===== config.mk =====
export PLATFORM = sky130hd
export DESIGN_NAME = pmaUnit
export DESIGN_NICKNAME = d
export VERILOG_FILES = /design/src/source/pmaPkg.sv /design/src/source/pmaUnit.sv /design/src/source/faultRecorder.sv /design/src/source/pmaChecker.sv /design/src/source/adrDecs.sv /design/src/source/adrDec.sv
export SDC_FILE = /design/constraint.sdc
export NUM_CORES = 1
export LEC_CHECK = 0
export BUFFER_PORTS_ARGS = -buffer_cell sky130_fd_sc_hd__buf_2
export CAP_MARGIN = 40
export CORE_ASPECT_RATIO = 0.8
export CORE_MARGIN = 3
export CORE_UTILIZATION = 50
export CTS_BUF_LIST = sky130_fd_sc_hd__clkbuf_8 sky130_fd_sc_hd__clkbuf_16
export DETAILED_ROUTE_END_ITERATION = 12
export GPL_TIMING_DRIVEN = 0
export PLACE_DENSITY = 0.82
export SYNTH_ARGS = -nofsm -noshare
export SYNTH_HDL_FRONTEND = slang
export SYNTH_HIERARCHICAL = 1
export SYNTH_SLANG_ARGS = --single-unit

===== constraint.sdc =====
create_clock -name clk -period 4.4 [get_ports clk]
set_clock_uncertainty 0.05 [all_clocks]
set_input_delay 0.22 -clock clk [delete_from_list [all_inputs] [get_ports clk]]
set_output_delay 0.22 -clock clk [all_outputs]
set_load 0.02 [all_outputs]

===== src/source/pmaPkg.sv =====
package pmaPkg;

  ////////////////////////////////////////////////////////////////////////////
  // Access, attribute and fault types
  ////////////////////////////////////////////////////////////////////////////

  // One memory access as seen by the checker
  // Size codes are 0 byte, 1 half, 2 word and 3 double, the rest are reserved
  typedef struct packed {
    logic       read;
    logic       write;
    logic       execute;
    logic       atomic;
    logic [2:0] size;
  } pmaAccessT;

  // Attributes of the selected region are all zero when nothing is selected
  typedef struct packed {
    logic cacheable;
    logic idempotent;
    logic atomicAllowed;
  } pmaAttrT;

  // Access fault kinds as reported to the trap unit
  typedef struct packed {
    logic instrFault;
    logic loadFault;
    logic storeFault;
  } pmaFaultT;

  ////////////////////////////////////////////////////////////////////////////
  // Region indices and encodings
  ////////////////////////////////////////////////////////////////////////////

  localparam int NumRegions    = 6;
  localparam int RegionPlic    = 0;
  localparam int RegionUart    = 1;
  localparam int RegionGpio    = 2;
  localparam int RegionClint   = 3;
  localparam int RegionDram    = 4;
  localparam int RegionBootRom = 5;

  // Bit positions inside a permission mask
  localparam int PermRead  = 2;
  localparam int PermWrite = 1;
  localparam int PermExec  = 0;

  localparam logic [2:0] PermRw  = 3'b110;
  localparam logic [2:0] PermRx  = 3'b101;
  localparam logic [2:0] PermRwx = 3'b111;

  // A size mask has one bit per size code, bit 0 is byte and bit 3 is double
  localparam int NumSizeCodes = 4;

  localparam logic [3:0] SizesAll        = 4'b1111;
  localparam logic [3:0] SizesWordDouble = 4'b1100;
  localparam logic [3:0] SizesWord       = 4'b0100;
  localparam logic [3:0] SizesByte       = 4'b0001;

  ////////////////////////////////////////////////////////////////////////////
  // Fixed memory map in region index order
  ////////////////////////////////////////////////////////////////////////////

  // Every region is a power of two in size and aligned to its size
  localparam logic [31:0] RegionBase [NumRegions] = '{
    32'h0C00_0000, 32'h1000_0000, 32'h1006_0000,
    32'h0200_0000, 32'h8000_0000, 32'h0000_1000
  };

  // Range is the region size minus one, so it also acts as the offset mask
  localparam logic [31:0] RegionRange [NumRegions] = '{
    32'h03FF_FFFF, 32'h0000_0007, 32'h0000_00FF,
    32'h0000_FFFF, 32'h07FF_FFFF, 32'h0000_0FFF
  };

  localparam logic [2:0] RegionPerm [NumRegions] = '{
    PermRw, PermRw, PermRw, PermRw, PermRwx, PermRx
  };

  localparam logic [3:0] RegionSizes [NumRegions] = '{
    SizesWord, SizesByte, SizesWord, SizesWordDouble, SizesAll, SizesAll
  };

endpackage

===== src/source/pmaUnit.sv =====
module pmaUnit #(
  parameter int PaBits = 32
) (
  input  logic                          clk,
  input  logic                          rst,
  input  logic [PaBits-1:0]             physAddr,
  input  pmaPkg::pmaAccessT             access,
  input  logic                          faultClear,
  output logic [pmaPkg::NumRegions-1:0] hselRegions,
  output pmaPkg::pmaAttrT               attr,
  output pmaPkg::pmaFaultT              fault,
  output logic                          squashBusAccess,
  output logic                          faultValid,
  output logic [PaBits-1:0]             faultAddr,
  output pmaPkg::pmaFaultT              faultCause
);

  ////////////////////////////////////////////////////////////////////////////
  // Combinational checking path
  ////////////////////////////////////////////////////////////////////////////

  // Select, attributes, faults and squash all settle in the access cycle
  pmaChecker #(
    .PaBits (PaBits)
  ) u_pmaChecker (
    .physAddr        (physAddr),
    .access          (access),
    .hselRegions     (hselRegions),
    .attr            (attr),
    .fault           (fault),
    .squashBusAccess (squashBusAccess)
  );

  ////////////////////////////////////////////////////////////////////////////
  // Fault record
  ////////////////////////////////////////////////////////////////////////////

  // The recorder sees the same address the checker decoded this cycle
  faultRecorder #(
    .PaBits (PaBits)
  ) u_faultRecorder (
    .clk        (clk),
    .rst        (rst),
    .fault      (fault),
    .addr       (physAddr),
    .clear      (faultClear),
    .faultValid (faultValid),
    .faultAddr  (faultAddr),
    .faultCause (faultCause)
  );

endmodule


===== src/source/faultRecorder.sv =====
module faultRecorder #(
  parameter int PaBits = 32
) (
  input  logic                    clk,
  input  logic                    rst,
  input  pmaPkg::pmaFaultT        fault,
  input  logic [PaBits-1:0]       addr,
  input  logic                    clear,
  output logic                    faultValid,
  output logic [PaBits-1:0]       faultAddr,
  output pmaPkg::pmaFaultT        faultCause
);

  logic faultSeen;
  logic captureEn;

  ////////////////////////////////////////////////////////////////////////////
  // Capture rule
  ////////////////////////////////////////////////////////////////////////////

  // Any of the three fault kinds counts as a fault to record
  assign faultSeen = fault.instrFault | fault.loadFault | fault.storeFault;

  // Only the first fault is kept while a record is pending
  // Clear acts first, so a fault in the clear cycle starts a fresh record
  assign captureEn = faultSeen && (!faultValid || clear);

  ////////////////////////////////////////////////////////////////////////////
  // Record registers
  ////////////////////////////////////////////////////////////////////////////

  // The valid flag is set by a capture and dropped by software through clear
  always_ff @(posedge clk) begin
    if (rst) begin
      faultValid <= 1'b0;
    end else if (captureEn) begin
      faultValid <= 1'b1;
    end else if (clear) begin
      faultValid <= 1'b0;
    end
  end

  // Address and cause of the recorded fault
  // They read as zero after reset and keep their last value after a clear,
  // much like a trap-value register that is only rewritten by the next trap
  always_ff @(posedge clk) begin
    if (rst) begin
      faultAddr  <= '0;
      faultCause <= '0;
    end else if (captureEn) begin
      faultAddr  <= addr;
      faultCause <= fault;
    end
  end

endmodule


===== src/source/pmaChecker.sv =====
module pmaChecker #(
  parameter int PaBits = 32
) (
  input  logic [PaBits-1:0]             physAddr,
  input  pmaPkg::pmaAccessT             access,
  output logic [pmaPkg::NumRegions-1:0] hselRegions,
  output pmaPkg::pmaAttrT               attr,
  output pmaPkg::pmaFaultT              fault,
  output logic                          squashBusAccess
);
  import pmaPkg::*;

  logic anyKind;
  logic noRegion;
  logic atomicBlocked;

  // The region decode is purely combinational
  adrDecs #(
    .PaBits (PaBits)
  ) u_adrDecs (
    .addr        (physAddr),
    .access      (access),
    .hselRegions (hselRegions)
  );

  ////////////////////////////////////////////////////////////////////////////
  // Region attributes
  ////////////////////////////////////////////////////////////////////////////

  // Only the memories are cacheable, the peripherals are all uncached
  assign attr.cacheable     = hselRegions[RegionDram] | hselRegions[RegionBootRom];

  // Reads of device registers can have side effects, so only DRAM is idempotent
  assign attr.idempotent    = hselRegions[RegionDram];
  assign attr.atomicAllowed = hselRegions[RegionDram];

  ////////////////////////////////////////////////////////////////////////////
  // Access faults
  ////////////////////////////////////////////////////////////////////////////

  assign anyKind = access.read | access.write | access.execute | access.atomic;

  // An access that no region accepts is a fault of every kind it carries
  assign noRegion = anyKind && !(|hselRegions);

  // An atomic that did select a region still fails where atomics are not allowed
  assign atomicBlocked = access.atomic && (|hselRegions) && !attr.atomicAllowed;

  assign fault.instrFault = access.execute && noRegion;
  assign fault.loadFault  = access.read && noRegion;

  // Atomics report as store faults, as AMO faults do in the privileged spec
  assign fault.storeFault = ((access.write | access.atomic) && noRegion) || atomicBlocked;

  // A faulting access must never reach the bus
  assign squashBusAccess = fault.instrFault | fault.loadFault | fault.storeFault;

endmodule


===== src/source/adrDecs.sv =====
module adrDecs #(
  parameter int PaBits = 32
) (
  input  logic [PaBits-1:0]           addr,
  input  pmaPkg::pmaAccessT           access,
  output logic [pmaPkg::NumRegions-1:0] hselRegions
);
  import pmaPkg::*;

  ////////////////////////////////////////////////////////////////////////////
  // One decoder per region of the fixed map
  ////////////////////////////////////////////////////////////////////////////

  // Each decoder gets its base, range, rights and sizes from the package table
  // Bit i of hselRegions belongs to region index i, e.g. bit 4 is DRAM
  for (genvar i = 0; i < NumRegions; i++) begin : gRegion
    adrDec #(
      .PaBits (PaBits)
    ) u_adrDec (
      .addr   (addr),
      .base   (RegionBase[i]),
      .range  (RegionRange[i]),
      .perm   (RegionPerm[i]),
      .sizes  (RegionSizes[i]),
      .access (access),
      .sel    (hselRegions[i])
    );
  end

  // The regions never overlap, so the vector is one-hot or all zero
  // An all zero vector is what the checker turns into an access fault

endmodule


===== src/source/adrDec.sv =====
module adrDec #(
  parameter int PaBits = 32
) (
  input  logic [PaBits-1:0] addr,
  input  logic [31:0]       base,
  input  logic [31:0]       range,
  input  logic [2:0]        perm,
  input  logic [3:0]        sizes,
  input  pmaPkg::pmaAccessT access,
  output logic              sel
);
  import pmaPkg::*;

  logic [PaBits-1:0] baseWide;
  logic [PaBits-1:0] rangeWide;
  logic              addrMatch;
  logic              anyKind;
  logic              kindOk;
  logic              sizeOk;

  ////////////////////////////////////////////////////////////////////////////
  // Address match
  ////////////////////////////////////////////////////////////////////////////

  // The map is 32 bits wide, zero extension puts zeros above bit 31
  assign baseWide  = PaBits'(base);
  assign rangeWide = PaBits'(range);

  // Inverting the range keeps every bit above the region offset in the compare
  // Bits above 31 are compared against zero, so a high address bit never matches
  assign addrMatch = (addr & ~rangeWide) == baseWide;

  ////////////////////////////////////////////////////////////////////////////
  // Access kind and size
  ////////////////////////////////////////////////////////////////////////////

  assign anyKind = access.read | access.write | access.execute | access.atomic;

  // An atomic is a read-modify-write, so it needs both read and write rights
  // Whether the region allows atomics at all is decided in the checker
  assign kindOk = (!(access.read | access.atomic) || perm[PermRead]) &&
                  (!(access.write | access.atomic) || perm[PermWrite]) &&
                  (!access.execute || perm[PermExec]);

  // Reserved size codes never select a region
  assign sizeOk = (access.size < 3'(NumSizeCodes)) && sizes[access.size[1:0]];

  // No strobe means no access, and an idle bus selects nothing
  assign sel = anyKind && addrMatch && kindOk && sizeOk;

endmodule


==> impl_metrics.xml <==
<?xml version="1.0" encoding="UTF-8"?>
<metrics>
  <group name="floorplanning">
    <metric name="die-area" unit="sq um">12300</metric>
    <metric name="core_region_area" unit="sq um">10500</metric>
    <metric name="die_w" unit="microns">123</metric>
    <metric name="fp-row-count" unit="">33</metric>
    <metric name="die_height" unit="microns">99.7</metric>
    <metric name="start_util" unit="">0.524</metric>
    <metric name="design.portCount" unit="">91</metric>
  </group>
  <group name="cts">
    <metric name="level_count_of_the_clock_h_tree" unit="">2</metric>
    <metric name="holdBufCountCts" unit="">0</metric>
    <metric name="cts.repair_timing.setup_buffer_count" unit="">0</metric>
    <metric name="cts_tree" unit="">done</metric>
    <metric name="numCtsBuffers" unit="">5</metric>
    <metric name="path_clk_slew" unit="ns">0.06</metric>
    <metric name="cts.sink_count" unit="">36</metric>
    <metric name="cts-resized-gates" unit="">0</metric>
    <metric name="skew_pair_late_insertion_delay" unit="ns">0.27</metric>
    <metric name="cts.root.buffer_cell" unit="">sky130_fd_sc_hd__clkbuf_16</metric>
    <metric name="ctsLongestPathBuffers" unit="">2</metric>
  </group>
  <group name="layout">
    <metric name="drive_above_1_share" unit="">0.131</metric>
    <metric name="finish.instance_area" unit="sq um">7900</metric>
    <metric name="antennaDiodeCount" unit="">0</metric>
    <metric name="commonest_cells_after_routing_fill_and_taps_aside" unit="">432 x sky130_fd_sc_hd__conb_1, 186 x sky130_fd_sc_hd__xnor2_1, 175 x sky130_fd_sc_hd__nand2b_1, 95 x sky130_fd_sc_hd__buf_2</metric>
    <metric name="numnets_final" unit="">1261</metric>
    <metric name="layout.cells.most_common" unit="">sky130_fd_sc_hd__conb_1</metric>
    <metric name="synthToLayoutAreaGrowth" unit="%">43.7</metric>
  </group>
  <group name="sta">
    <metric name="slew_headroom" unit="">0.656</metric>
    <metric name="finalHoldViolCount" unit="">0</metric>
    <metric name="grt_setup_unrepaired" unit="">false</metric>
    <metric name="final_period_minus_worst_setup_slack" unit="ns">2.99</metric>
    <metric name="worst_slew_pin_slew" unit="ns">0.516</metric>
    <metric name="setup_total_negative_slack" unit="ns">0</metric>
    <metric name="timing.final.crit_share" unit="">0.680</metric>
    <metric name="final-setup-viol-count" unit="">0</metric>
    <metric name="timing_max_transition_violations_final" unit="">0</metric>
    <metric name="fmaxAchievable" unit="GHz">0.334</metric>
  </group>
  <group name="critical_path">
    <metric name="worstReg2RegStart" unit="">u_faultRecorder/faultValid</metric>
    <metric name="reg2regPathDepth" unit="">4</metric>
    <metric name="critical_path_peak_fanout" unit="">21</metric>
    <metric name="required" unit="ns">4.49</metric>
    <metric name="timing.critical_path.arrival" unit="ns">3.08</metric>
    <metric name="kind_of_end_point_of_the_critical_path" unit="">flop</metric>
    <metric name="worstSetupPathType" unit="">input port to flop</metric>
    <metric name="crit_path_start_kind" unit="">input port</metric>
    <metric name="worst-r2r-setup-slack" unit="ns">3.08</metric>
    <metric name="worstReg2RegEnd" unit="">u_faultRecorder/faultAddr[24]</metric>
  </group>
  <group name="global_routing">
    <metric name="first_global_vias" unit="">5203</metric>
    <metric name="grt_antenna_before_repair" unit="">0</metric>
    <metric name="grt_start_max_net_pins" unit="">22</metric>
    <metric name="global_route.overflow_total" unit="">0</metric>
    <metric name="grt_util_all_layers" unit="">0.241</metric>
    <metric name="global_route_wire_length_before_repair" unit="microns">23900</metric>
  </group>
  <group name="drt">
    <metric name="wl_met3" unit="microns">524</metric>
    <metric name="drcViolationCount" unit="">0</metric>
    <metric name="detailroute.wirelength.met2" unit="microns">7250</metric>
    <metric name="drt_pre_antenna_iters" unit="">5</metric>
    <metric name="drt.antenna.violating_nets" unit="">0</metric>
    <metric name="vias" unit="">5652</metric>
    <metric name="drt_wl_total" unit="microns">14100</metric>
    <metric name="detailedRoute.firstIterationViolations" unit="">274</metric>
    <metric name="wire_length_per_cell_after_detailed_routing" unit="microns">10.4</metric>
    <metric name="detail_route.wirelength.met1" unit="microns">6120</metric>
    <metric name="dr.max_layer_used" unit="">met4</metric>
    <metric name="drt-vias-per-instance" unit="">4.16</metric>
  </group>
  <group name="synth">
    <metric name="yosysSeqAreaShare" unit="">0.131</metric>
    <metric name="ys_ff_latch" unit="">36</metric>
    <metric name="yosysWarningCount" unit="">6</metric>
    <metric name="yosys.area.top_type_share" unit="">0.297</metric>
    <metric name="cell_taking_the_most_area_after_synthesis" unit="">sky130_fd_sc_hd__xnor2_1</metric>
    <metric name="synth_area_per_cell" unit="sq um">7.93</metric>
    <metric name="synth_cell_type_count" unit="">39</metric>
    <metric name="netlist_instances" unit="">693</metric>
    <metric name="synthesis.area" unit="sq um">5490</metric>
    <metric name="synthTopCellsByArea" unit="">sky130_fd_sc_hd__xnor2_1 30%, sky130_fd_sc_hd__nand2b_1 20%, sky130_fd_sc_hd__dfxtp_1 13%</metric>
  </group>
  <group name="placed_design">
    <metric name="hpwl" unit="microns">11500</metric>
    <metric name="place.port_buffers" unit="">89</metric>
    <metric name="globalplace.congestion" unit="">0.815</metric>
    <metric name="dpl-instance-area" unit="sq um">7730</metric>
  </group>
  <group name="pwr">
    <metric name="vdd_ir_drop_max" unit="mV">0.168</metric>
    <metric name="power.leakage" unit="nW">3.58</metric>
    <metric name="p_per_area" unit="nW/um^2">168</metric>
  </group>
  <group name="worst_hold_path">
    <metric name="hold_path_startpoint" unit="">physAddr[1]</metric>
    <metric name="hold_depth" unit="">3</metric>
    <metric name="hold_path_class" unit="">input port to flop</metric>
    <metric name="min_delay_worst_endpoint" unit="">u_faultRecorder/faultAddr[1]</metric>
  </group>
  <group name="job">
    <metric name="cap_viol_max_count" unit="">0</metric>
  </group>
  <group name="outcome">
    <metric name="status" unit="">finished, final reports clean</metric>
  </group>
</metrics>
metrics by stage:
stage | util | std cells | hold slack (ns) | setup WS, ns | power [W]
detailed placement | 0.737 | 1352 | 0.413 | 1.14 | 0.000910
global route | 0.753 | 1360 | 0.245 | 1.17 | 0.00141
CTS | 0.753 | 1360 | 0.228 | 1.39 | 0.00131
floorplan | - | 1123 | 0.330 | 1.63 | 0.000786
finish | 0.753 | 1360 | 0.230 | 1.41 | 0.00132
global placement | 0.737 | 1352 | 0.413 | 1.18 | 0.000904
area by class of cell:
type / count / area (sq um)
Tap cell: 140 / 175
Sequential cell: 36 / 721
Fill cell: 853 / 2590
Inverter: 7 / 26.3
Buffer: 20 / 114
Clock buffer: 5 / 125
Timing Repair Buffer: 89 / 445
Multi-Input combinational cell: 1060 / 6250
Clock inverter: 3 / 42.5
where the power goes:
part / total [W] / leakage, nW / switching (W) / internal (W)
combinational: 0.000557 / 3.21 / 0.000308 / 0.000249
clock: 0.000403 / 0.0798 / 0.000137 / 0.000266
sequential: 0.000363 / 0.299 / 0.0000139 / 0.000349
registers in the layout, summed over array words and instances (netlist names):
register	count
u_faultRecorder/faultValid	1
u_faultRecorder/faultAddr	32
u_faultRecorder/faultCause	3
logic make-up (layout without fill, tap and decap cells):
kind of cell | after synthesis | after routing | synth area share
buffers and inverters | 27 | 124 | 0.0255
multiplexers | 6 | 6 | 0.0109
AND/OR/NAND/NOR | 333 | 333 | 0.419
AO/OA/AOI/OAI | 103 | 103 | 0.115
other | 2 | 432 | 0.00137
XOR/XNOR | 186 | 186 | 0.297
flip-flops | 36 | 36 | 0.131
cells in the mapped netlist:
library cell	n
sky130_fd_sc_hd__nand2b_1	175
sky130_fd_sc_hd__buf_4	5
sky130_fd_sc_hd__nor3_4	1
sky130_fd_sc_hd__or4_1	6
sky130_fd_sc_hd__nand2_1	3
sky130_fd_sc_hd__inv_1	1
sky130_fd_sc_hd__a211oi_1	6
sky130_fd_sc_hd__conb_1	2
sky130_fd_sc_hd__o21ai_1	12
sky130_fd_sc_hd__nor2_4	1
sky130_fd_sc_hd__o22ai_1	6
sky130_fd_sc_hd__a221o_1	6
sky130_fd_sc_hd__nor2_1	19
sky130_fd_sc_hd__and2b_2	7
sky130_fd_sc_hd__nand2b_4	6
sky130_fd_sc_hd__nor2b_1	12
sky130_fd_sc_hd__a21oi_1	36
sky130_fd_sc_hd__and2_1	2
sky130_fd_sc_hd__xnor2_1	186
sky130_fd_sc_hd__nor4_4	6
sky130_fd_sc_hd__nor4_2	6
sky130_fd_sc_hd__buf_6	1
sky130_fd_sc_hd__o21ai_0	29
sky130_fd_sc_hd__nand3b_1	32
sky130_fd_sc_hd__inv_2	6
sky130_fd_sc_hd__o21a_1	1
sky130_fd_sc_hd__a22o_1	1
sky130_fd_sc_hd__clkbuf_2	4
sky130_fd_sc_hd__nand4_1	12
sky130_fd_sc_hd__dfxtp_1	36
sky130_fd_sc_hd__or2_2	1
sky130_fd_sc_hd__or4_4	1
sky130_fd_sc_hd__a2111oi_2	6
sky130_fd_sc_hd__mux2i_1	6
sky130_fd_sc_hd__buf_2	6
sky130_fd_sc_hd__nand3_1	6
sky130_fd_sc_hd__clkbuf_1	4
sky130_fd_sc_hd__nor3_2	6
sky130_fd_sc_hd__nor4_1	31
worst max-delay path, cell delays in order:
cell                        delay (ns)
sky130_fd_sc_hd__buf_2            0.30
sky130_fd_sc_hd__or4_1            0.17
sky130_fd_sc_hd__o21ai_1          0.08
sky130_fd_sc_hd__a2111oi_2        0.32
sky130_fd_sc_hd__nand4_1          0.23
sky130_fd_sc_hd__nor3_2           0.39
sky130_fd_sc_hd__or2_2            0.23
sky130_fd_sc_hd__nor2_4           0.05
sky130_fd_sc_hd__a22o_1           0.25
sky130_fd_sc_hd__nor3_4           0.30
sky130_fd_sc_hd__buf_6            0.18
sky130_fd_sc_hd__buf_4            0.17
sky130_fd_sc_hd__nand3b_1         0.13
sky130_fd_sc_hd__a21oi_1          0.07
how the worst max path moves through the flow:
| stage | startpoint | depth (start not counted) | to | slack, ns |
|---|---|---|---|---|
| 2_1_floorplan | access[5] | 13 | u_faultRecorder/faultAddr[10] | 1.63 |
| 3_3_place_gp | access[3] | 14 | u_faultRecorder/faultAddr[12] | 1.18 |
| 3_5_place_dp | access[3] | 14 | u_faultRecorder/faultAddr[12] | 1.14 |
| 4_1_cts | access[3] | 14 | u_faultRecorder/faultAddr[12] | 1.39 |
| 5_1_grt | access[3] | 14 | u_faultRecorder/faultAddr[12] | 1.17 |
| 6_report | access[3] | 14 | u_faultRecorder/faultAddr[10] | 1.41 |
routing by layer:
layer | global-route usage | vias up
li1 | - | 2999
met1 | 0.300 | 2531
met2 | 0.450 | 106
met3 | 0.0165 | 16
met4 | 0.0519 | 0
met5 | 0 | -
Note: power is estimated with default switching activity, not from simulation.
